<file path="config.mk">
export PLATFORM = sky130hd
export DESIGN_NAME = mips_decoder
export DESIGN_NICKNAME = d
export VERILOG_FILES = /design/src/design/mips_pkg.sv /design/src/design/mips_decoder.sv
export SDC_FILE = /design/constraint.sdc
export NUM_CORES = 1
export LEC_CHECK = 0
export ABC_AREA = 1
export BUFFER_PORTS_ARGS = -buffer_cell sky130_fd_sc_hd__buf_2
export CORE_AREA = 5 5 42 44
export DETAILED_ROUTE_END_ITERATION = 8
export DIE_AREA = 0 0 47 49
export GPL_ROUTABILITY_DRIVEN = 0
export PLACE_DENSITY = 0.9
export SETUP_SLACK_MARGIN = 0.1
export SLEW_MARGIN = 15
export SYNTH_ARGS = -nofsm -noshare
export SYNTH_HDL_FRONTEND = slang
export SYNTH_SLANG_ARGS = --single-unit
export TNS_END_PERCENT = 1
</file>
<file path="constraint.sdc">
create_clock -name vclk -period 1.7
set_clock_uncertainty 0.2 [all_clocks]
set_input_delay 0.255 -clock vclk [all_inputs]
set_output_delay 0.255 -clock vclk [all_outputs]
set_load 0.005 [all_outputs]
</file>
<file path="src/design/mips_pkg.sv">
package mips_pkg;

    localparam int DATA_W     = 32;
    localparam int REG_ADDR_W = 5;
    localparam int IMEM_DEPTH = 32;
    localparam int DMEM_DEPTH = 32;
    localparam int IMEM_AW    = $clog2(IMEM_DEPTH);  // Word index bits
    localparam int DMEM_AW    = $clog2(DMEM_DEPTH);
    localparam logic [DATA_W-1:0] RESET_PC = '0;

    typedef enum logic [3:0] {
        ALU_ADD, ALU_SUB, ALU_AND, ALU_OR, ALU_XOR, ALU_NOR, ALU_SLL,
        ALU_SRL, ALU_SLT, ALU_SLTU, ALU_EQ, ALU_NEQ, ALU_PASS_B
    } alu_op_e;

    typedef enum logic [5:0] {
        OP_RTYPE = 6'h00, OP_BEQ  = 6'h04, OP_BNE  = 6'h05, OP_ADDIU = 6'h09,
        OP_SLTI  = 6'h0a, OP_SLTIU = 6'h0b, OP_ANDI = 6'h0c, OP_ORI  = 6'h0d,
        OP_XORI  = 6'h0e, OP_LUI  = 6'h0f, OP_LB   = 6'h20, OP_LH    = 6'h21,
        OP_LW    = 6'h23, OP_LBU  = 6'h24, OP_LHU  = 6'h25, OP_SB    = 6'h28,
        OP_SH    = 6'h29, OP_SW   = 6'h2b
    } opcode_e;

    typedef enum logic [5:0] {
        FN_SLL = 6'h00, FN_SRL  = 6'h02, FN_JR  = 6'h08, FN_ADD = 6'h20,
        FN_ADDU = 6'h21, FN_SUB = 6'h22, FN_SUBU = 6'h23, FN_AND = 6'h24,
        FN_OR  = 6'h25, FN_XOR  = 6'h26, FN_NOR = 6'h27, FN_SLT = 6'h2a,
        FN_SLTU = 6'h2b
    } funct_e;

    typedef enum logic [1:0] {IMM_REG, IMM_SIGN, IMM_ZERO, IMM_UPPER} imm_ext_e;
    typedef enum logic [1:0] {MEM_NONE, MEM_BYTE, MEM_HALF, MEM_WORD} mem_size_e;
    typedef enum logic {WB_ALU, WB_LOAD} wb_sel_e;
    typedef enum logic [1:0] {DBG_NONE, DBG_IM, DBG_DM, DBG_MR} debug_target_e;

    typedef struct packed {
        opcode_e                opcode;
        logic [REG_ADDR_W-1:0]  rs;
        logic [REG_ADDR_W-1:0]  rt;
        logic [REG_ADDR_W-1:0]  rd;
        logic [4:0]             shamt;
        funct_e                 funct;
    } r_instr_t;

    typedef struct packed {
        opcode_e                opcode;
        logic [REG_ADDR_W-1:0]  rs;
        logic [REG_ADDR_W-1:0]  rt;
        logic [15:0]            imm16;
    } i_instr_t;

    // Same word, two field layouts
    typedef union packed {
        r_instr_t r;
        i_instr_t i;
    } mips_instr_u;

    typedef struct packed {
        logic       reg_we;
        alu_op_e    alu_op;
        imm_ext_e   imm_ext;
        logic       use_shamt;    // SLL/SRL take shamt
        logic       dst_is_rt;    // I-type writes rt
        mem_size_e  mem_size;
        logic       mem_load;
        logic       mem_store;
        logic       load_signed;
        logic       branch;
        logic       branch_ne;
        logic       jump_reg;
    } ctrl_t;

endpackage
</file>
<file path="src/design/mips_decoder.sv">
`timescale 1ns/100ps

module mips_decoder import mips_pkg::*; (
    input  mips_instr_u instr,
    output ctrl_t       ctrl
);

    always_comb begin
        ctrl = '0;  // Unsupported codes fall through with no write

        case (instr.r.opcode)
            OP_RTYPE: begin
                ctrl.reg_we = 1'b1;
                case (instr.r.funct)
                    FN_ADD, FN_ADDU: ctrl.alu_op = ALU_ADD;
                    FN_SUB, FN_SUBU: ctrl.alu_op = ALU_SUB;
                    FN_AND:          ctrl.alu_op = ALU_AND;
                    FN_OR:           ctrl.alu_op = ALU_OR;
                    FN_XOR:          ctrl.alu_op = ALU_XOR;
                    FN_NOR:          ctrl.alu_op = ALU_NOR;
                    FN_SLT:          ctrl.alu_op = ALU_SLT;
                    FN_SLTU:         ctrl.alu_op = ALU_SLTU;
                    FN_SLL: begin
                        ctrl.alu_op    = ALU_SLL;
                        ctrl.use_shamt = 1'b1;
                    end
                    FN_SRL: begin
                        ctrl.alu_op    = ALU_SRL;
                        ctrl.use_shamt = 1'b1;
                    end
                    FN_JR: begin
                        ctrl.reg_we   = 1'b0;
                        ctrl.jump_reg = 1'b1;
                    end
                    default: ctrl.reg_we = 1'b0;
                endcase
            end

            OP_ADDIU, OP_SLTI, OP_SLTIU: begin
                ctrl.reg_we    = 1'b1;
                ctrl.dst_is_rt = 1'b1;
                ctrl.imm_ext   = IMM_SIGN;
                ctrl.alu_op    = (instr.i.opcode == OP_ADDIU) ? ALU_ADD :
                                 (instr.i.opcode == OP_SLTI)  ? ALU_SLT : ALU_SLTU;
            end

            OP_ANDI, OP_ORI, OP_XORI: begin
                ctrl.reg_we    = 1'b1;
                ctrl.dst_is_rt = 1'b1;
                ctrl.imm_ext   = IMM_ZERO;  // Logical ops zero-extend
                ctrl.alu_op    = (instr.i.opcode == OP_ANDI) ? ALU_AND :
                                 (instr.i.opcode == OP_ORI)  ? ALU_OR : ALU_XOR;
            end

            OP_LUI: begin
                ctrl.reg_we    = 1'b1;
                ctrl.dst_is_rt = 1'b1;
                ctrl.imm_ext   = IMM_UPPER;
                ctrl.alu_op    = ALU_PASS_B;
            end

            OP_LB, OP_LBU, OP_LH, OP_LHU, OP_LW: begin
                ctrl.reg_we      = 1'b1;
                ctrl.dst_is_rt   = 1'b1;
                ctrl.imm_ext     = IMM_SIGN;
                ctrl.mem_load    = 1'b1;
                ctrl.load_signed = (instr.i.opcode == OP_LB) || (instr.i.opcode == OP_LH);
                ctrl.mem_size    = (instr.i.opcode == OP_LW) ? MEM_WORD :
                                   (instr.i.opcode == OP_LH || instr.i.opcode == OP_LHU) ?
                                   MEM_HALF : MEM_BYTE;
            end

            OP_SB, OP_SH, OP_SW: begin
                ctrl.imm_ext   = IMM_SIGN;
                ctrl.mem_store = 1'b1;
                ctrl.mem_size  = (instr.i.opcode == OP_SW) ? MEM_WORD :
                                 (instr.i.opcode == OP_SH) ? MEM_HALF : MEM_BYTE;
            end

            OP_BEQ, OP_BNE: begin
                ctrl.branch    = 1'b1;
                ctrl.branch_ne = (instr.i.opcode == OP_BNE);
                ctrl.alu_op    = ctrl.branch_ne ? ALU_NEQ : ALU_EQ;  // Condition in bit 0
            end

            default: ;
        endcase
    end

endmodule

</file>
## Yosys cells after proc, flatten, opt, wreduce, memory -nomap -nowiden

Index checks and enable logic that the tools add are counted.

- Logic and storage cells: 67
- Output and inout bits: 17
- Flip-flop bits (word level): 0
- Input port bits: 32

- Reduce and logical (&&, ||, !) cells: 14
- Equal/unequal tests: 29
- Muxes and demuxes: 24

Operators with widths:

| kind | number |
|---|---|
| 6-bit == test (second input constant) | 18 |
| 6-bit by 4-bit == test with 1-bit output (second input constant) | 8 |
| 4-bit one-hot mux with 9 select lines | 1 |
| 12-bit OR reduction | 2 |
| 4-bit one-hot mux with 5 select lines | 1 |
| 6-bit by 3-bit == test with 1-bit output (second input constant) | 2 |
| 6-bit logical NOT | 2 |
| 1-bit two-way mux | 11 |
| 11-bit OR reduction | 1 |
| 2-bit two-way mux | 5 |
| 3-bit OR reduction | 3 |
| 6-bit by 2-bit == test with 1-bit output (second input constant) | 1 |
| 3-bit two-way mux | 2 |
| 2-bit one-hot mux with 3 select lines | 1 |
| 2-bit OR reduction | 3 |
| 5-bit OR reduction | 1 |
| 4-bit two-way mux | 1 |
| 2-bit one-hot mux with 2 select lines | 1 |
| 1-bit logical OR | 2 |
| 1-bit one-hot mux with 2 select lines | 1 |

## Depth between registers and ports, before layout

Gate-level depths: netlist of the first run.

- Depth after elaboration: 5
- Mapped depth: 7
- Depth with buffers taken out: 7

## Least setup slack after synthesis of the first run

OpenSTA, ideal clock, no wires.

- Kind: input to output
- From: in instr[5] (netlist bit)
- To: out ctrl[15] (netlist bit)
- Data arrival time: 810 ps
- Stages: 5
- Path slack: 435 ps
- Path buffers: 0
- Data required time: 1245 ps
- Cells stage by stage: inv_1 > nor2_2 > nand3_1 > o21a_1 > nand2_1

RTL lines:

| element | RTL line | source |
|---|---|---|
| start: declaration | mips_decoder.sv:4 | `input mips_instr_u instr,` |
| end: declaration | mips_decoder.sv:5 | `output ctrl_t ctrl` |

==> impl_metrics.json, run 1 <==
{
  "rsz0062_at_grt": "true",
  "drt-initial-drc-count": 19,
  "fmax_mhz": 647,
  "antennaDiodeCount": 0,
  "final_core_util": 0.510,
  "required_ns": 1.24,
  "holdCritStartpoint": "instr[29]",
  "crit_slowest_cell": "o21a_1",
  "synth_nets": 138,
  "drc": 0,
  "dp.cells": 151,
  "antenna_found_initial": 0,
  "critPathMaxFanout": 7,
  "ant_nets": 0,
  "die_x_um": 47,
  "grtUsageTotal": 0.133,
  "critical_path_class": "input pin to primary output",
  "final_hold_viol_count": 0,
  "power.total_mw": 0.125,
  "areaGrowthSynthToFinish_pct": 38.6,
  "final_cells": 152,
  "multi_input_area_um2": 452,
  "cts_hold_buf": 0,
  "synth_area_um2": 515,
  "post-route-period-util": 0.909,
  "grt_max_degree": 8,
  "wl_per_cell_um": 9.99,
  "fillers": 165,
  "crit_path_start_kind": "input pin",
  "synth_warnings": 0,
  "register_area_um2": 0,
  "grt-ovfl-total": 0,
  "slowest_delay_ns": 0.21,
  "design.seq.count": 0,
  "ys_seq_area_frac": 0,
  "portBuffers": 29,
  "finalSetupViolCount": 0,
  "max-slew-margin-rel": 0.884,
  "grt_first_pass_wirelength_um": 2510,
  "outcome": "completed",
  "dr_total_vias": 755,
  "ys_types": 16,
  "power_leakage_nw": 0.469,
  "dieArea_mm2": 0.00230,
  "worstSetupEndpointType": "primary output",
  "drive_gt1_frac": 0.390,
  "drtPass1Iterations": 4,
  "min_path_type": "input pin to primary output",
  "period_needed_ns": 1.55,
  "path_cells": "buf_2 -> nor2_4 -> nand3_2 -> o21a_1 -> nand2_1 -> buf_2",
  "rows": 14,
  "tightestPinTransition_ns": 0.173,
  "nNetsFinal": 170,
  "io_pins": 49,
  "core_mm2": 0.00140,
  "vdd_drop_max_v": 0.0000909,
  "power.density_mw_per_mm2": 175,
  "setup_tns_ns": 0,
  "report.final.slew_viol_count": 0,
  "critPathArrivalTime_ns": 1.09,
  "die_h_um": 49,
  "wirelength_um": 1520,
  "min_path_cells": 3,
  "synth_cells": 106,
  "vias_per_cell": 4.97,
  "synth.avg_cell_area_um2": 4.86,
  "dpl.hpwl_um": 1290,
  "grt_pass1_vias": 658,
  "cap_violations": 0,
  "start_util": 0.368,
  "num-clock-buffers": 0,
  "crit_top_cell": "buf_2",
  "setup.worst_path.start": "instr[27]"
}
cell usage in the layout (no fill, tap or decap), drive strengths merged:
| cell type | instances |
|---|---|
| a21oi | 1 |
| buf | 30 |
| inv | 24 |
| nand2 | 27 |
| nand3 | 24 |
| nand4 | 1 |
| nor2 | 24 |
| nor3 | 1 |
| o211ai | 1 |
| o21a | 1 |
| o21ai | 2 |
layout make-up:
cell class,instances,area share
Multi-Input combinational cell,82,0.632
Timing Repair Buffer,30,0.214
Inverter,24,0.126
Tap cell,16,0.0280
worst paths after layout:
path / end / slack, ns
min: ctrl[2] / 0.66
max: ctrl[15] / 0.15
Yosys cell counts:
cell type,number,area share
nand2_2,2,0.024
nor2_2,3,0.036
inv_1,22,0.16
o21ai_0,1,0.0097
a21oi_1,1,0.0097
nand2_1,25,0.18
o211ai_1,1,0.015
inv_2,2,0.015
nor2_4,4,0.087
nor2_1,17,0.12
nor3_1,1,0.0097
nand4_1,1,0.012
nand3_2,6,0.12
nand3_1,18,0.17
o21ai_1,1,0.0097
o21a_1,1,0.015
metrics by stage:
step           hold slack (ns)  instance area (um2)  setup slack [ns]
2_1_floorplan            0.341                  515             0.435
3_3_place_gp             0.636                  681             0.113
3_5_place_dp             0.639                  681            0.0834
4_1_cts                  0.640                  686             0.117
5_1_grt                  0.691                  714            0.0827
6_report                 0.663                  714             0.154
where the power goes:
part	internal, mW	switching (mW)	total, mW
Clock	0	0	0
Combinational	0.0465	0.0784	0.125
Sequential	0	0	0
Total	0.0465	0.0784	0.125
cell families after synthesis:
group / synth area share
simple gates: 0.767
buf+inv: 0.175
compound gates: 0.0582
per-layer routing:
metal,global-route usage,up-vias,part of all wire
li1,-,395,-
met1,0.165,321,0.38
met2,0.251,37,0.51
met3,0,2,0.097
met4,0.0138,0,0.011
met5,0,-,0
what timing repair did:
item | CTS | global route
pin swaps | 0 | 1
setup endpoints to repair | 4 | 10
gates resized for setup | 1 | 9
hold endpoints to repair | 0 | 0
buffers inserted | 0 | 1
cloned | 0 | 0
critical path: cells and delay by family:
family | cells | cell delay, ns
AND/OR/NAND/NOR | 3 | 0.36
AO/OA/AOI/OAI | 1 | 0.21
buffers and inverters | 2 | 0.26
Power figures use the tool's default switching activity.
==> run 2, diff against run 1 <==
==> constraint.sdc (replaced) <==
create_clock -name vclk -period 1.7
set_clock_uncertainty 0.2 [all_clocks]
set_input_delay 0 -clock vclk [all_inputs]
set_output_delay 0 -clock vclk [all_outputs]
set_load 0.005 [all_outputs]
==> impl_metrics.json, run 2 (synthesis results as in run 1) <==
{
  "post_cts_resized": 0,
  "drc": 0,
  "grt-ovfl-total": 0,
  "dpl.hpwl_um": 1290,
  "die_h_um": 49,
  "design.seq.count": 0,
  "placed_cell_area_um2": 681,
  "dr_total_vias": 733,
  "min_path_type": "input pin to primary output",
  "tightestPinTransition_ns": 0.266,
  "grtUsageTotal": 0.133,
  "portBuffers": 29,
  "power_frac_clock": 0,
  "nNetsFinal": 169,
  "vias_per_cell": 4.85,
  "finalSetupViolCount": 0,
  "dieArea_mm2": 0.00230,
  "cap_violations": 0,
  "power.total_mw": 0.117,
  "power_frac_seq": 0,
  "final_hold_viol_count": 0,
  "power.density_mw_per_mm2": 172,
  "vdd_drop_max_v": 0.0000909,
  "swShare": 0.632,
  "start_util": 0.368,
  "antenna_found_initial": 0,
  "crit_path_start_kind": "input pin",
  "required_ns": 1.50,
  "crit_slowest_cell": "nor2_2",
  "power_leakage_nw": 0.467,
  "post_cts_buffers": 0,
  "fmax_mhz": 905,
  "path_cells": "buf_2 -> nor2_2 -> nand3_2 -> inv_1 -> nand2_1 -> nand2_1 -> buf_2",
  "internal_power_mw": 0.0429,
  "ant_nets": 0,
  "cts_hold_buf": 0,
  "outcome": "completed",
  "report.final.slew_viol_count": 0,
  "io_pins": 49,
  "final_common_cell": "buf_2",
  "critical_path.top_delay_family": "simple AND/OR/NAND/NOR gates",
  "fillers": 170,
  "final_cell_mix": "buf_2, nand2_1, inv_1",
  "wl_per_cell_um": 9.92,
  "cp_num_cells": 7,
  "drive_gt1_frac": 0.341,
  "grt_first_pass_wirelength_um": 2510,
  "slowest_delay_ns": 0.23,
  "fin_ws_ns": 0.595,
  "rows": 14,
  "grt_max_degree": 8,
  "worstSetupEndpointType": "primary output",
  "fin_area_um2": 681,
  "drt-initial-drc-count": 25,
  "max-slew-margin-rel": 0.822,
  "dp_slack_ns": 0.593,
  "critical_path_class": "input pin to primary output",
  "register_area_um2": 0,
  "period_needed_ns": 1.11,
  "comb_power_share": 1.000,
  "grt_pass1_vias": 658,
  "core_mm2": 0.00140,
  "areaGrowthSynthToFinish_pct": 32.0,
  "setup_tns_ns": 0,
  "drtPass1Iterations": 4,
  "critPathMaxFanout": 7,
  "critPathBufInv": 3,
  "min_path_cells": 3,
  "rsz0062_at_grt": "false",
  "num-clock-buffers": 0,
  "wirelength_um": 1500,
  "antennaDiodeCount": 0,
  "critPathArrivalTime_ns": 0.91,
  "post-route-period-util": 0.650,
  "switchingPower_mw": 0.0738,
  "die_x_um": 47
}
[run 2: changes by cell type in the layout (fill, tap and decap cells not counted), moves of 2 or more]
cell,change
inv_1,+3
inv_2,-3
nor2_4,-3
nor2_2,+2
[run 2: stage by stage]
stage | instances | hold WS [ns] | util
3_5_place_dp | 151 | 0.129 | 0.486
4_1_cts | 151 | 0.130 | 0.486
2_1_floorplan | 106 | -0.169 | -
3_3_place_gp | 151 | 0.126 | 0.486
6_report | 151 | 0.136 | 0.486
5_1_grt | 151 | 0.158 | 0.486
[run 2: power groups by stage]
stage	Clock [mW]	Sequential [mW]	Combinational [mW]
after detailed placement	0	0	0.116
after global placement	0	0	0.112
after CTS	0	0	0.117
after global routing	0	0	0.131
after floorplan	0	0	0.0641
final	0	0	0.117
[run 2: path summary, 6_finish.rpt]
check	start	endpoint	slack, ns
hold / removal	instr[29]	ctrl[2]	0.14
setup / recovery	instr[27]	ctrl[13]	0.59
[run 2: tightest hold or removal path, stage by stage]
cell	delay, ns
buf_2	0.16
nor2_1	0.06
buf_2	0.12
[run 2: layout make-up]
cell class | count | area, um2 | area share
well taps | 16 | 20.0 | 0.0294
multi-input cells | 82 | 425 | 0.625
inverters | 24 | 90.1 | 0.132
repair buffers | 29 | 145 | 0.213
[run 2: metal layers]
layer	global-route usage	share of wire
met1	0.165	0.43
met4	0.0138	0.011
met3	0	0.085
met2	0.251	0.48
met5	0	0
==> run 3, diff against run 2 <==
Settings changed: CORE_AREA 5 5 42 44 to 5 5 45 47, DIE_AREA 0 0 47 49 to 0 0 50 52, PLACE_DENSITY 0.9 to 0.83.
Clock period 1.7 ns to 1 ns, I/O delays scaled along.
==> impl_metrics.json, run 3 (synthesis results as in run 1) <==
{
  "outcome": "finished with violations",
  "violations": "negative setup slack",
  "register_area_um2": 0,
  "rows": 15,
  "vias_per_cell": 5.03,
  "dpl.hpwl_um": 1440,
  "grt_first_pass_wirelength_um": 3010,
  "dp_slack_ns": -0.0720,
  "max-slew-margin-rel": 0.857,
  "rsz0062_at_grt": "true",
  "drt-initial-drc-count": 22,
  "critical_path_class": "input pin to primary output",
  "nNetsFinal": 176,
  "areaGrowthSynthToFinish_pct": 59.2,
  "num-clock-buffers": 0,
  "worstSetupEndpointType": "primary output",
  "antennaDiodeCount": 0,
  "grt-ovfl-total": 0,
  "dr_total_vias": 799,
  "cap_violations": 0,
  "portBuffers": 29,
  "wl_per_cell_um": 11.3,
  "report.final.slew_viol_count": 0,
  "final_common_cell": "buf_2",
  "die_h_um": 52,
  "power.density_mw_per_mm2": 313,
  "wirelength_um": 1800,
  "vdd_drop_max_v": 0.000174,
  "drtPass1Iterations": 4,
  "grtUsageTotal": 0.139,
  "grt_max_degree": 8,
  "ant_nets": 0,
  "multi_input_area_um2": 484,
  "post-route-period-util": 1.02,
  "holdCritStartpoint": "instr[27]",
  "start_util": 0.319,
  "critPathArrivalTime_ns": 0.82,
  "final_cell_mix": "buf_2, nand2_1, inv_1",
  "dieArea_mm2": 0.00260,
  "fillers": 157,
  "design.seq.count": 0,
  "die_x_um": 50,
  "fmax_mhz": 984,
  "crit_path_start_kind": "input pin",
  "core_mm2": 0.00161,
  "drc": 0,
  "min_path_cells": 3,
  "final_hold_viol_count": 0,
  "finalSetupViolCount": 2,
  "tightestPinTransition_ns": 0.213,
  "required_ns": 0.80,
  "drive_gt1_frac": 0.472,
  "fin_ws_ns": -0.0165,
  "grt_pass1_vias": 747,
  "period_needed_ns": 1.02,
  "power_leakage_nw": 0.507,
  "whs_ns": 0.122,
  "antenna_found_initial": 0,
  "setup.worst_path.start": "instr[30]",
  "cts_hold_buf": 0,
  "min_path_type": "input pin to primary output",
  "critPathMaxFanout": 6,
  "io_pins": 49
}
==> run 3: changes by cell type in the layout (fill, tap and decap cells not counted), moves of 2 or more <==
cell / previous run / this run
buf_6: 0 / 2
nor2_4: 4 / 8
inv_1: 22 / 17
nor2_1: 17 / 14
buf_4: 0 / 9
nand3_2: 6 / 8
nand2_1: 25 / 23
inv_2: 2 / 7
nand2_2: 2 / 4
nand3_1: 18 / 15
buf_2: 29 / 24
==> run 3: metal layers <==
layer / vias up / global-route usage / wire length, um
met2: 41 / 0.274 / 894
met3: 2 / 0.0115 / 131
li1: 401 / - / -
met5: - / 0 / 0
met1: 355 / 0.158 / 756
met4: 0 / 0.0262 / 16
==> run 3: per-stage QoR <==
| step | TNS [ns] | total power [mW] | instances | instance area, um2 | utilization |
|---|---|---|---|---|---|
| finish | -0.0209 | 0.257 | 159 | 821 | 0.509 |
| global route | -0.494 | 0.284 | 159 | 821 | 0.509 |
| CTS | 0 | 0.242 | 158 | 792 | 0.491 |
| detailed placement | -0.428 | 0.211 | 157 | 719 | 0.446 |
| global placement | -0.135 | 0.205 | 157 | 719 | 0.446 |
| floorplan | 0 | 0.109 | 106 | 515 | - |
==> run 3: timing repair <==
action,CTS,global route
pin swaps,11,1
buffers inserted,1,1
setup endpoints to repair,14,14
resized for setup,24,5
endpoints found under the hold margin,0,0
==> run 3: critical path, stage by stage <==
cell	delay (ns)
buf_8	0.10
nor2_4	0.20
nand3_2	0.15
o21a_1	0.19
nand2_1	0.06
buf_2	0.10
==> run 3: report_power, final <==
part           internal, mW  leakage (nW)  switching [mW]
combinational         0.108         0.507           0.150
clock                     0             0               0
sequential                0             0               0
total                 0.108         0.507           0.150
==> run 3: layout make-up <==
cell class | count | area share
multi-input cells | 82 | 0.590
repair buffers | 36 | 0.274
inverters | 24 | 0.110
well taps | 17 | 0.0259
==> run 3: worst paths after layout <==
path | to | slack [ns]
max | ctrl[15] | -0.02
min | ctrl[3] | 0.12
