`src/design/mips_pkg.sv`:
```
package mips_pkg;

    localparam int DATA_W     = 32;
    localparam int REG_ADDR_W = 5;
    localparam int IMEM_DEPTH = 32;
    localparam int DMEM_DEPTH = 32;
    localparam int IMEM_AW    = $clog2(IMEM_DEPTH);  // Word index bits
    localparam int DMEM_AW    = $clog2(DMEM_DEPTH);
    localparam logic [DATA_W-1:0] RESET_PC = '0;

    typedef enum logic [3:0] {
        ALU_ADD, ALU_SUB, ALU_AND, ALU_OR, ALU_XOR, ALU_NOR, ALU_SLL,
        ALU_SRL, ALU_SLT, ALU_SLTU, ALU_EQ, ALU_NEQ, ALU_PASS_B
    } alu_op_e;

    typedef enum logic [5:0] {
        OP_RTYPE = 6'h00, OP_BEQ  = 6'h04, OP_BNE  = 6'h05, OP_ADDIU = 6'h09,
        OP_SLTI  = 6'h0a, OP_SLTIU = 6'h0b, OP_ANDI = 6'h0c, OP_ORI  = 6'h0d,
        OP_XORI  = 6'h0e, OP_LUI  = 6'h0f, OP_LB   = 6'h20, OP_LH    = 6'h21,
        OP_LW    = 6'h23, OP_LBU  = 6'h24, OP_LHU  = 6'h25, OP_SB    = 6'h28,
        OP_SH    = 6'h29, OP_SW   = 6'h2b
    } opcode_e;

    typedef enum logic [5:0] {
        FN_SLL = 6'h00, FN_SRL  = 6'h02, FN_JR  = 6'h08, FN_ADD = 6'h20,
        FN_ADDU = 6'h21, FN_SUB = 6'h22, FN_SUBU = 6'h23, FN_AND = 6'h24,
        FN_OR  = 6'h25, FN_XOR  = 6'h26, FN_NOR = 6'h27, FN_SLT = 6'h2a,
        FN_SLTU = 6'h2b
    } funct_e;

    typedef enum logic [1:0] {IMM_REG, IMM_SIGN, IMM_ZERO, IMM_UPPER} imm_ext_e;
    typedef enum logic [1:0] {MEM_NONE, MEM_BYTE, MEM_HALF, MEM_WORD} mem_size_e;
    typedef enum logic {WB_ALU, WB_LOAD} wb_sel_e;
    typedef enum logic [1:0] {DBG_NONE, DBG_IM, DBG_DM, DBG_MR} debug_target_e;

    typedef struct packed {
        opcode_e                opcode;
        logic [REG_ADDR_W-1:0]  rs;
        logic [REG_ADDR_W-1:0]  rt;
        logic [REG_ADDR_W-1:0]  rd;
        logic [4:0]             shamt;
        funct_e                 funct;
    } r_instr_t;

    typedef struct packed {
        opcode_e                opcode;
        logic [REG_ADDR_W-1:0]  rs;
        logic [REG_ADDR_W-1:0]  rt;
        logic [15:0]            imm16;
    } i_instr_t;

    // Same word, two field layouts
    typedef union packed {
        r_instr_t r;
        i_instr_t i;
    } mips_instr_u;

    typedef struct packed {
        logic       reg_we;
        alu_op_e    alu_op;
        imm_ext_e   imm_ext;
        logic       use_shamt;    // SLL/SRL take shamt
        logic       dst_is_rt;    // I-type writes rt
        mem_size_e  mem_size;
        logic       mem_load;
        logic       mem_store;
        logic       load_signed;
        logic       branch;
        logic       branch_ne;
        logic       jump_reg;
    } ctrl_t;

endpackage
```
`src/design/dmem_if.sv`:
```
`timescale 1ns/100ps

interface dmem_if import mips_pkg::*; ();

    logic [DATA_W-1:0] addr;   // Byte address, low bits ignored
    logic [DATA_W-1:0] wdata;
    logic              we;
    logic [DATA_W-1:0] rdata;  // Combinational read

    modport ctrl (
        output addr, wdata, we,
        input  rdata
    );

    modport mem (
        input  addr, wdata, we,
        output rdata
    );

endinterface

```
`src/design/mips_load_store.sv`:
```
`timescale 1ns/100ps

module mips_load_store import mips_pkg::*; (
    input  logic              mem_debug,
    input  logic              dbg_dm_we,
    input  logic [DATA_W-1:0] addr,
    input  logic [DATA_W-1:0] din,
    input  ctrl_t             ctrl,
    input  logic [DATA_W-1:0] alu_result,
    input  logic [DATA_W-1:0] rt_data,
    dmem_if.ctrl              dmem,
    output logic [DATA_W-1:0] load_data
);

    logic [DATA_W-1:0] st_word;
    logic [DATA_W-1:0] ld_ext;

    // SB/SH patch the low byte or half of the current word
    always_comb begin
        case (ctrl.mem_size)
            MEM_BYTE: st_word = {dmem.rdata[DATA_W-1:8], rt_data[7:0]};
            MEM_HALF: st_word = {dmem.rdata[DATA_W-1:16], rt_data[15:0]};
            default:  st_word = rt_data;
        endcase
    end

    always_comb begin
        case (ctrl.mem_size)
            MEM_BYTE: begin
                ld_ext = {{(DATA_W-8){ctrl.load_signed & dmem.rdata[7]}}, dmem.rdata[7:0]};
            end
            MEM_HALF: begin
                ld_ext = {{(DATA_W-16){ctrl.load_signed & dmem.rdata[15]}}, dmem.rdata[15:0]};
            end
            default:  ld_ext = dmem.rdata;
        endcase
    end

    assign dmem.addr  = mem_debug ? addr : alu_result;
    assign dmem.wdata = mem_debug ? din : st_word;
    assign dmem.we    = mem_debug ? dbg_dm_we : ctrl.mem_store;

    assign load_data  = mem_debug ? dmem.rdata : ld_ext;  // Raw word for debug readback

endmodule

```
`src/flat_wrapper.sv`:
```
// flat-port wrapper written by rule: the top's interface ports become plain ports
module mips_load_store_flat import mips_pkg::*;
  (mem_debug, dbg_dm_we, addr, din, ctrl, alu_result, rt_data, load_data, dmem_addr, dmem_wdata, dmem_we, dmem_rdata);
  dmem_if dmem_i ();
  input  logic mem_debug;
  input  logic dbg_dm_we;
  input  logic [DATA_W-1:0] addr;
  input  logic [DATA_W-1:0] din;
  input  ctrl_t ctrl;
  input  logic [DATA_W-1:0] alu_result;
  input  logic [DATA_W-1:0] rt_data;
  output logic [DATA_W-1:0] load_data;
  output wire logic [$bits(dmem_i.addr)-1:0] dmem_addr;
  output wire logic [$bits(dmem_i.wdata)-1:0] dmem_wdata;
  output wire logic [$bits(dmem_i.we)-1:0] dmem_we;
  input wire logic [$bits(dmem_i.rdata)-1:0] dmem_rdata;
  assign dmem_addr = dmem_i.addr;
  assign dmem_wdata = dmem_i.wdata;
  assign dmem_we = dmem_i.we;
  assign dmem_i.rdata = dmem_rdata;
  mips_load_store u_core (.mem_debug(mem_debug), .dbg_dm_we(dbg_dm_we), .addr(addr), .din(din), .ctrl(ctrl), .alu_result(alu_result), .rt_data(rt_data), .dmem(dmem_i), .load_data(load_data));
endmodule
```
`config.mk`:
```
export PLATFORM = sky130hd
export DESIGN_NAME = mips_load_store_flat
export DESIGN_NICKNAME = d
export VERILOG_FILES = /design/src/design/mips_pkg.sv /design/src/design/dmem_if.sv /design/src/design/mips_load_store.sv /design/src/flat_wrapper.sv
export SDC_FILE = /design/constraint.sdc
export NUM_CORES = 1
export LEC_CHECK = 0
export BUFFER_PORTS_ARGS = -buffer_cell sky130_fd_sc_hd__buf_2
export CORE_AREA = 5 5 104 106
export DETAILED_ROUTE_END_ITERATION = 16
export DIE_AREA = 0 0 109 111
export RECOVER_POWER = 50
export SLEW_MARGIN = 20
export SYNTH_ARGS = -nofsm -noshare
export SYNTH_HDL_FRONTEND = slang
export SYNTH_SLANG_ARGS = --single-unit
```
`constraint.sdc`:
```
create_clock -name vclk -period 1.9
set_input_delay 0.285 -clock vclk [all_inputs]
set_output_delay 0.285 -clock vclk [all_outputs]
set_load 0.005 [all_outputs]
```
# Word level (Yosys, flattened, before mapping)
# Cells that the tools add are included.
dict set report totals {
  reg_bits 0
  in_bits 179
  wordCells 10
}
dict set report classes {
  n_eq_ne 2
  muxes 6
  bitwise 2
}
# op count
set op_table {}
lappend op_table {{case mux 32 bit (2 select lines)} 2}
lappend op_table {{2-to-1 mux 32 bit} 3}
lappend op_table {{AND 1 bit} 2}
lappend op_table {{equality test 2 x 1 -> 1 bit (second input constant)} 1}
lappend op_table {{equality test 2 bit (second input constant)} 1}
lappend op_table {{2-to-1 mux 1 bit} 1}

# Longest topological paths before layout
# Gate-level depths: netlist of the first run.
dict set report logic_depth {
  word_depth 3
  depth_mapped 8
  depth_no_buf 5
}

# Worst setup path after synthesis of the first run
# No wires, ideal clock.
dict set report synth_timing {
  kind {in2out}
  startpoint {input ctrl[6] (netlist bit)}
  endpoint {output load_data[21]}
  arrival_ns 1.625
  slack_ns -0.010
  cell_stages 8
  n_path_buf 3
  cell_sequence {inv_1 > ha_1 > buf_2 > or2_1 > buf_6 > a211oi_4 > buf_6 > a21o_1}
}
dict set report synth_via {
  elab_chain_len 3
}
# element line_no
set synth_rtl {}
lappend synth_rtl {{from (decl)} flat_wrapper.sv:9} ;# input ctrl_t ctrl;
lappend synth_rtl {{equality test 2 bit / equality test 2 x 1 -> 1 bit (equally long branches)} mips_load_store.sv:28} ;# case (ctrl.mem_size)
lappend synth_rtl {{case mux 32 bit (2 select lines) (*)} mips_load_store.sv:28}
lappend synth_rtl {{2-to-1 mux 32 bit (*)} mips_load_store.sv:43} ;# assign load_data = mem_debug ? dmem.rdata : ld_ext;
lappend synth_rtl {{to (decl)} flat_wrapper.sv:12} ;# output logic [DATA_W-1:0] load_data;
# Mark *: on every way between the ends. The rest lies on a longest branch, timed or not.

# Final worst setup path of the first run
dict set report layout_timing {
  startpoint {input ctrl[7] (netlist bit)}
  endpoint {output load_data[26]}
}
# Same word-level chain as after synthesis.

==> results list, run 1 <==
- Status: finished, final reports clean
- Final Max Tran Viols: 0
* Synthesized Nets: 367
* Overall Global Routing Usage: 10.9%
- In the final layout, flip-flops and latches occupy 0 um^2.
- Data arrival, critical path: 1.57 ns
- Layout Cell Area excl Fill: 2810 um^2
- Synthesis handed over a netlist of 186 instances.
* Grt total ovfl: 0
- Die area: 12,100 um^2
- The detail route stage leaves a number of antenna-violating nets equal to 0.
* Drt pass-1 iters: 4
- Avg Synthesized Cell Area: 7.31 um^2
* Worst-margin pin slew: 0.567 ns
- Cell internal pwr: 0.000393 W
* Average wire per cell in the routed design: 13.9 um
* Number of violations of the max-capacitance limit: 0
- Maximum achievable frequency: 539 MHz
* Iter 0 DRT Violations: 129
* Max VDD drop: 0.0000941 V
- Per report_power, the combinational group accounts for 100.0% of the total.
* Hold Path Depth: 0
- Total number of placement rows: 36
- Count of input and output buffers: 249
- The top cell types in the final layout, fill and taps aside, are sky130_fd_sc_hd__buf_2 (229), sky130_fd_sc_hd__mux2_2 (41), sky130_fd_sc_hd__nand2_1 (26), sky130_fd_sc_hd__a21o_1 (24), sky130_fd_sc_hd__clkbuf_1 (18).
- CP Buf/Inv Count: 4
- Switching Power: 0.000285 W
- Setup violations remaining at the end of the flow were counted as 0.
- Leading cell type in the layout, fill and taps excluded: sky130_fd_sc_hd__buf_2
* Die height: 111 um
- Post-Route WL: 7.76 mm
- Cell with the largest stage delay on the worst path: sky130_fd_sc_hd__or2_4
- Core area: 9680 um^2
- Startpoint Class: input pin
* DRC violations left: 0
- Net count, final: 607
- Die width: 109 um
- Final-layout setup total negative slack: 0 ns
- The mapped netlist covers 1360 um^2.
- The cell family contributing the most delay on the critical path is buffers and inverters.
* Filler cells: 1,053
- Number of vias per cell after detailed routing: 4.23
- Along the worst path, the maximum fanout reaches 6.
- Effective utilization at floorplan: 14.0%
- After synthesis, the cell types taking the most area are sky130_fd_sc_hd__mux2_2 (34%), sky130_fd_sc_hd__a21o_1 (13%), sky130_fd_sc_hd__a221o_1 (12%), sky130_fd_sc_hd__nand2_1 (7.2%), sky130_fd_sc_hd__buf_4 (5.0%).
* Area of combinational cells with multiple inputs: 1200 um^2
* Power density normalized to cell area: 242 nW/um^2
- Required time worst endpoint: 1.62 ns
- Slew HR: 62.2%
* Proportion of layout cells with a drive suffix above 1: 69.6%
- The min-delay analysis places its worst path in the category in -> out.
- Of the total power, the share spent switching nets is 42.0%.
- The wire-length estimate of the detail-placed layout is 6.76 mm.
- Antenna violations before repair: 1
* Yosys warnings: 0
- For this design the static power due to leakage is 1.62 nW.
- Summed over its instances, the top area cell type makes up 34.0% of the synthesized netlist area.
- Ports: 276
- Number of distinct library cells after synthesis: 21
- Total of clock buffers placed in the layout: 0
* Portion of total power attributed to sequential cells: 0%
- The first global-routing pass estimated 11.2 mm of wire.
- Share of synthesized area occupied by flip-flops and latches: 0%
- For this block, the via count after detailed routing is 2,355.
- Routability-driven placement finished with a final weighted congestion of 0.780.
* Via count of the first global-routing pass: 2,375
* Type of destination of the critical path: output pin
- The repair_antennas step left the layout with diodes totalling 0.
- Post-route minimum period: 1.86 ns
- In this run the number of cells on the critical path is 8.
- Top cell type by total area after synthesis: sky130_fd_sc_hd__mux2_2
* Post-Place Cell Area: 2780 um^2
- CP Class: in -> out
- The area growth from synthesis to layout is 107%.
- In the finished design, the share of the clock period the worst path needs comes to 97.7%.
- The largest single stage delay on the critical path is 0.30 ns.
- Walking the worst path, the cells encountered are buf_6, ha_4, or2_4, a211oi_4, buf_6, clkbuf_16, a21o_1, buf_2.
- Endpoints failing hold: 0
- For this design, the CTS-stage hold fixing added 0 buffers.
* Most frequent cell on the critical path: sky130_fd_sc_hd__buf_6
* Pin count of the biggest net entering global routing: 52
* Proportion of power drawn by the clock network: 0%
- There are 0 flip-flops and latches.
[synth_stat cells]
| cell type | count |
|---|---|
| sky130_fd_sc_hd__mux2_2 | 41 |
| sky130_fd_sc_hd__a21oi_1 | 8 |
| sky130_fd_sc_hd__ha_1 | 2 |
| sky130_fd_sc_hd__or2_1 | 1 |
| sky130_fd_sc_hd__buf_1 | 1 |
| sky130_fd_sc_hd__nor2b_1 | 9 |
| sky130_fd_sc_hd__a21o_1 | 24 |
| sky130_fd_sc_hd__or3_1 | 1 |
| sky130_fd_sc_hd__buf_6 | 3 |
| sky130_fd_sc_hd__nand2_1 | 26 |
| sky130_fd_sc_hd__inv_1 | 3 |
| sky130_fd_sc_hd__buf_2 | 3 |
| sky130_fd_sc_hd__clkbuf_2 | 1 |
| sky130_fd_sc_hd__o21ai_0 | 8 |
| sky130_fd_sc_hd__nor2_4 | 1 |
| sky130_fd_sc_hd__a221o_1 | 16 |
| sky130_fd_sc_hd__nor2_1 | 17 |
| sky130_fd_sc_hd__clkbuf_1 | 10 |
| sky130_fd_sc_hd__a211oi_4 | 1 |
| sky130_fd_sc_hd__nor3_4 | 1 |
| sky130_fd_sc_hd__buf_4 | 9 |
[cell type report]
class | instances | share of cell area, %
inverter | 3 | 0.490
timing repair buffer | 265 | 50.7
multi-input combinational | 156 | 42.9
tap | 133 | 5.93
[what timing repair did]
item                                    CTS  global route
gates cloned                              0             1
gates resized for setup                   3             7
endpoints found under the setup margin   48            21
buffers inserted                          0             1
pin swaps                                 1             0
[metal layers]
metal	track usage [%]	up-vias	share of wire (%)
met5	0	-	0.090
li1	-	1139	-
met2	22.6	165	53
met3	2.33	8	12
met4	0.758	2	0.66
met1	11.3	1041	34
[metrics by stage]
step	total power, W	hold slack [ns]	worst slack (ns)	utilization [%]	std cells
after floorplan	0.000319	0.651	0.0215	-	186
after global placement	0.000672	0.570	-0.0825	28.7	556
after detailed placement	0.000682	0.570	-0.0889	28.7	556
after CTS	0.000691	0.570	0.0152	28.9	556
after global routing	0.000746	0.570	-0.00801	29.0	557
final	0.000678	0.570	0.0438	29.0	557
[power by group through the flow]
| stage | Clock [W] | Sequential [W] | Combinational, W |
|---|---|---|---|
| 6_report | 0 | 0 | 0.000678 |
| 5_1_grt | 0 | 0 | 0.000746 |
| 4_1_cts | 0 | 0 | 0.000691 |
| 3_5_place_dp | 0 | 0 | 0.000682 |
| 3_3_place_gp | 0 | 0 | 0.000672 |
| 2_1_floorplan | 0 | 0 | 0.000319 |
[final timing paths]
check                startpoint       endpoint  slack [ns]
setup / recovery        ctrl[7]  load_data[26]        0.04
hold / removal    dmem_rdata[2]   load_data[2]        0.57
[logic make-up after synthesis]
group	Yosys count	synth area share, %
AO/OA/AOI/OAI	57	32.4
AND/OR/NAND/NOR	56	19.0
multiplexers	41	34.0
buffers and inverters	30	12.8
adder cells (fa/ha/maj)	2	1.84
Power figures use the tool's default switching activity.
==> run 2, diff against run 1 <==
--- a/config.mk
+++ b/config.mk
@@ -9,8 +9,8 @@
 export CORE_AREA = 5 5 104 106
 export DETAILED_ROUTE_END_ITERATION = 16
 export DIE_AREA = 0 0 109 111
+export PLACE_DENSITY = 0.51
 export RECOVER_POWER = 50
-export SLEW_MARGIN = 20
 export SYNTH_ARGS = -nofsm -noshare
 export SYNTH_HDL_FRONTEND = slang
 export SYNTH_SLANG_ARGS = --single-unit
==> run 2 against run 1 <==
Utilization is 0.16 points higher. Flip-flop and latch count is the same. Worst hold slack about the same. Critical path type unchanged. Highest routed layer is now met4. Largest power group unchanged.
==> results list, run 2 (synthesized netlist as in run 1, its figures left out) <==
- Net count, final: 608 (was 607)
- The worst IR drop on VDD was 0.0000901 V (was 0.0000941 V).
* Post-Route WL: 7.27 mm (was 7.76 mm)
- Slew HR: 56.3% (was 62.2%)
- Power consumption: 0.000680 W (was 0.000678 W)
- The total number of placement rows came to 36 (unchanged).
* Number of antenna-violating nets in the routed design: 0 (unchanged)
* Combinational power share: 100.0% (about the same)
- The number of vias per cell after detailed routing came to 4.14 (was 4.23).
- Total of endpoints with negative setup slack in the final report: 0 (unchanged)
- Worst-margin pin slew: 0.655 ns (was 0.567 ns)
* Die height: 111 um (unchanged)
- The global-route total usage across every layer is 10.1% (was 10.9%).
- The clock network fraction of total power was 0% (about the same).
- Cell with the largest stage delay on the worst path: sky130_fd_sc_hd__or2_4 (unchanged)
- Core area: 9680 um^2 (unchanged)
* Number of violations of the max-capacitance limit: 0 (unchanged)
- Commonest cells after routing, fill and taps aside: sky130_fd_sc_hd__buf_2 (232), sky130_fd_sc_hd__mux2_2 (41), sky130_fd_sc_hd__nand2_1 (26), sky130_fd_sc_hd__a21o_1 (24), sky130_fd_sc_hd__nor2_1 (17) (was sky130_fd_sc_hd__buf_2 (229), sky130_fd_sc_hd__mux2_2 (41), sky130_fd_sc_hd__nand2_1 (26), sky130_fd_sc_hd__a21o_1 (24), sky130_fd_sc_hd__clkbuf_1 (18))
- Critical path's largest stage delay: 0.27 ns (was 0.30 ns)
* Number of flip-flops and latches: 0 (unchanged)
- Global-route wire length before repair: 10.5 mm (was 11.2 mm)
- The path category of the worst min-delay check was in -> out (unchanged).
* Setup Slack @ Placement: -0.126 ns (was -0.0889 ns)
- Family with the most delay on the worst path: buffers and inverters (unchanged)
- Antenna diode instance count: 0 (unchanged)
* Status: finished, final reports clean (unchanged)
* RSZ-0062 raised after global routing: true
- The full die area was 12,100 um^2 (unchanged).
- The fraction of final layout cells with drive strength greater than 1 was 69.9% (was 69.6%).
- The number of fill cells in the layout is 1,053 (unchanged).
- The first-pass iteration count of the detailed router came to 4 (unchanged).
- Leading cell type in the layout, fill and taps excluded: sky130_fd_sc_hd__buf_2 (unchanged)
- Switching Power: 0.000282 W (was 0.000285 W)
* CP Class: in -> out (unchanged)
- The cell occurring most often along the worst timing path is sky130_fd_sc_hd__buf_6 (unchanged).
* Final Cycle Share: 99.3% (was 97.7%)
- Required time worst endpoint: 1.62 ns (about the same)
* Antenna violations before repair: 0 (was 1)
* Post-cts hold buffer count: 0 (unchanged)
- The start point of the worst min-delay path is dmem_rdata[3] (was dmem_rdata[2]).
- The power density over the cells was 241 nW/um^2 (was 242 nW/um^2).
- Portion of total power attributed to sequential cells: 0% (about the same)
- The final count of pins violating max slew came to 0 (unchanged).
- Total of clock buffers placed in the layout: 0 (unchanged)
- Startpoint Class: input pin (unchanged)
- Post-Place Cell Area: 2780 um^2 (about the same)
* Average wire per cell in the routed design: 13.0 um (was 13.9 um)
* Pin count of the biggest net entering global routing: 54 (was 52)
* Maximum achievable frequency: 530 MHz (was 539 MHz)
- Critical-path cell list: buf_6, inv_4, ha_4, or2_4, a211oi_4, buf_6, clkbuf_16, a21o_1, buf_2 (was buf_6, ha_4, or2_4, a211oi_4, buf_6, clkbuf_16, a21o_1, buf_2)
* Post-route setup slack: 0.0136 ns (was 0.0438 ns)
* Data arrival, critical path: 1.60 ns (was 1.57 ns)
- The static power due to leakage was 1.63 nW (was 1.62 nW).
* Effective utilization at floorplan: 14.0% (unchanged)
* Post-route minimum period: 1.89 ns (was 1.86 ns)
- The cell count of the worst hold path is 0 (unchanged).
- The width of the chip was 109 um (unchanged).
- Critical path origin: ctrl[6] (was ctrl[7])
* Layout Cell Area excl Fill: 2820 um^2 (was 2810 um^2)
- Area used by sequential logic in the layout: 0 um^2 (unchanged)
- Grt total ovfl: 0 (unchanged)
- The routability congestion estimate came to 0.722 (was 0.780).
* Via count of the first global-routing pass: 2,273 (was 2,375)
- The number of vias after detailed routing is 2,310 (was 2,355).
- Cell internal pwr: 0.000398 W (was 0.000393 W)
- Area of combinational cells with multiple inputs: 1200 um^2 (about the same)
- Half-perimeter wire length after placement: 6.33 mm (was 6.76 mm)
- Fraction of power spent switching nets: 41.5% (was 42.0%)
- CP max FO: 6 (unchanged)
- Ports: 276 (unchanged)
* CP Buf/Inv Count: 5 (was 4)
* Count of input and output buffers: 249 (unchanged)
- The endpoint kind of the worst setup timing path is an output pin (unchanged).
* DRC violations left: 0 (unchanged)
- Growth of design area from synthesis to finish: 108% (was 107%)
* Iter 0 DRT Violations: 107 (was 129)
- The total count of hold-check failures in the final report came to 0 (unchanged).
- The number of gates on the worst path with buffers counted came to 9 (was 8).
==> run 2: changes by cell type in the layout (fill, tap and decap cells not counted), sizes merged <==
cell	before	now
buf	246	248
clkbuf	19	18
==> run 2: layout make-up <==
cell class | count | area share, %
multi-input combinational | 156 | 42.5
timing repair buffer | 266 | 51.1
tap | 133 | 5.90
inverter | 3 | 0.488
==> run 2: power by group through the flow <==
stage	Sequential (W)	Clock, W	Combinational, W
final	0	0	0.000680
after floorplan	0	0	0.000319
after CTS	0	0	0.000685
after global routing	0	0	0.000750
after detailed placement	0	0	0.000680
after global placement	0	0	0.000676
==> run 2: final timing paths <==
check                  endpoint  slack (ns)
setup / recovery  load_data[22]        0.01
hold / removal     load_data[3]        0.57
==> run 2: per-layer routing <==
layer / GRT usage [%] / share of wire, %
met1: 10.2 / 34
met2: 21.6 / 54
met3: 1.51 / 11
met4: 0.673 / 0.70
met5: 0 / 0
==> run 2: per-stage QoR <==
stage,util (%),cells,TNS (ns),hold WS (ns)
4_1_cts,28.7,555,0,0.570
6_report,29.1,558,0,0.570
5_1_grt,29.1,558,-0.355,0.570
3_5_place_dp,28.7,555,-2.46,0.570
2_1_floorplan,-,186,0,0.651
3_3_place_gp,28.7,555,-1.83,0.570
==> run 2: timing repair <==
action	in CTS	in global routing
setup endpoints to repair	33	19
gates cloned	0	1
resized for setup	2	6
buffers inserted	0	2
endpoints found under the hold margin	0	0
pin swaps	1	4
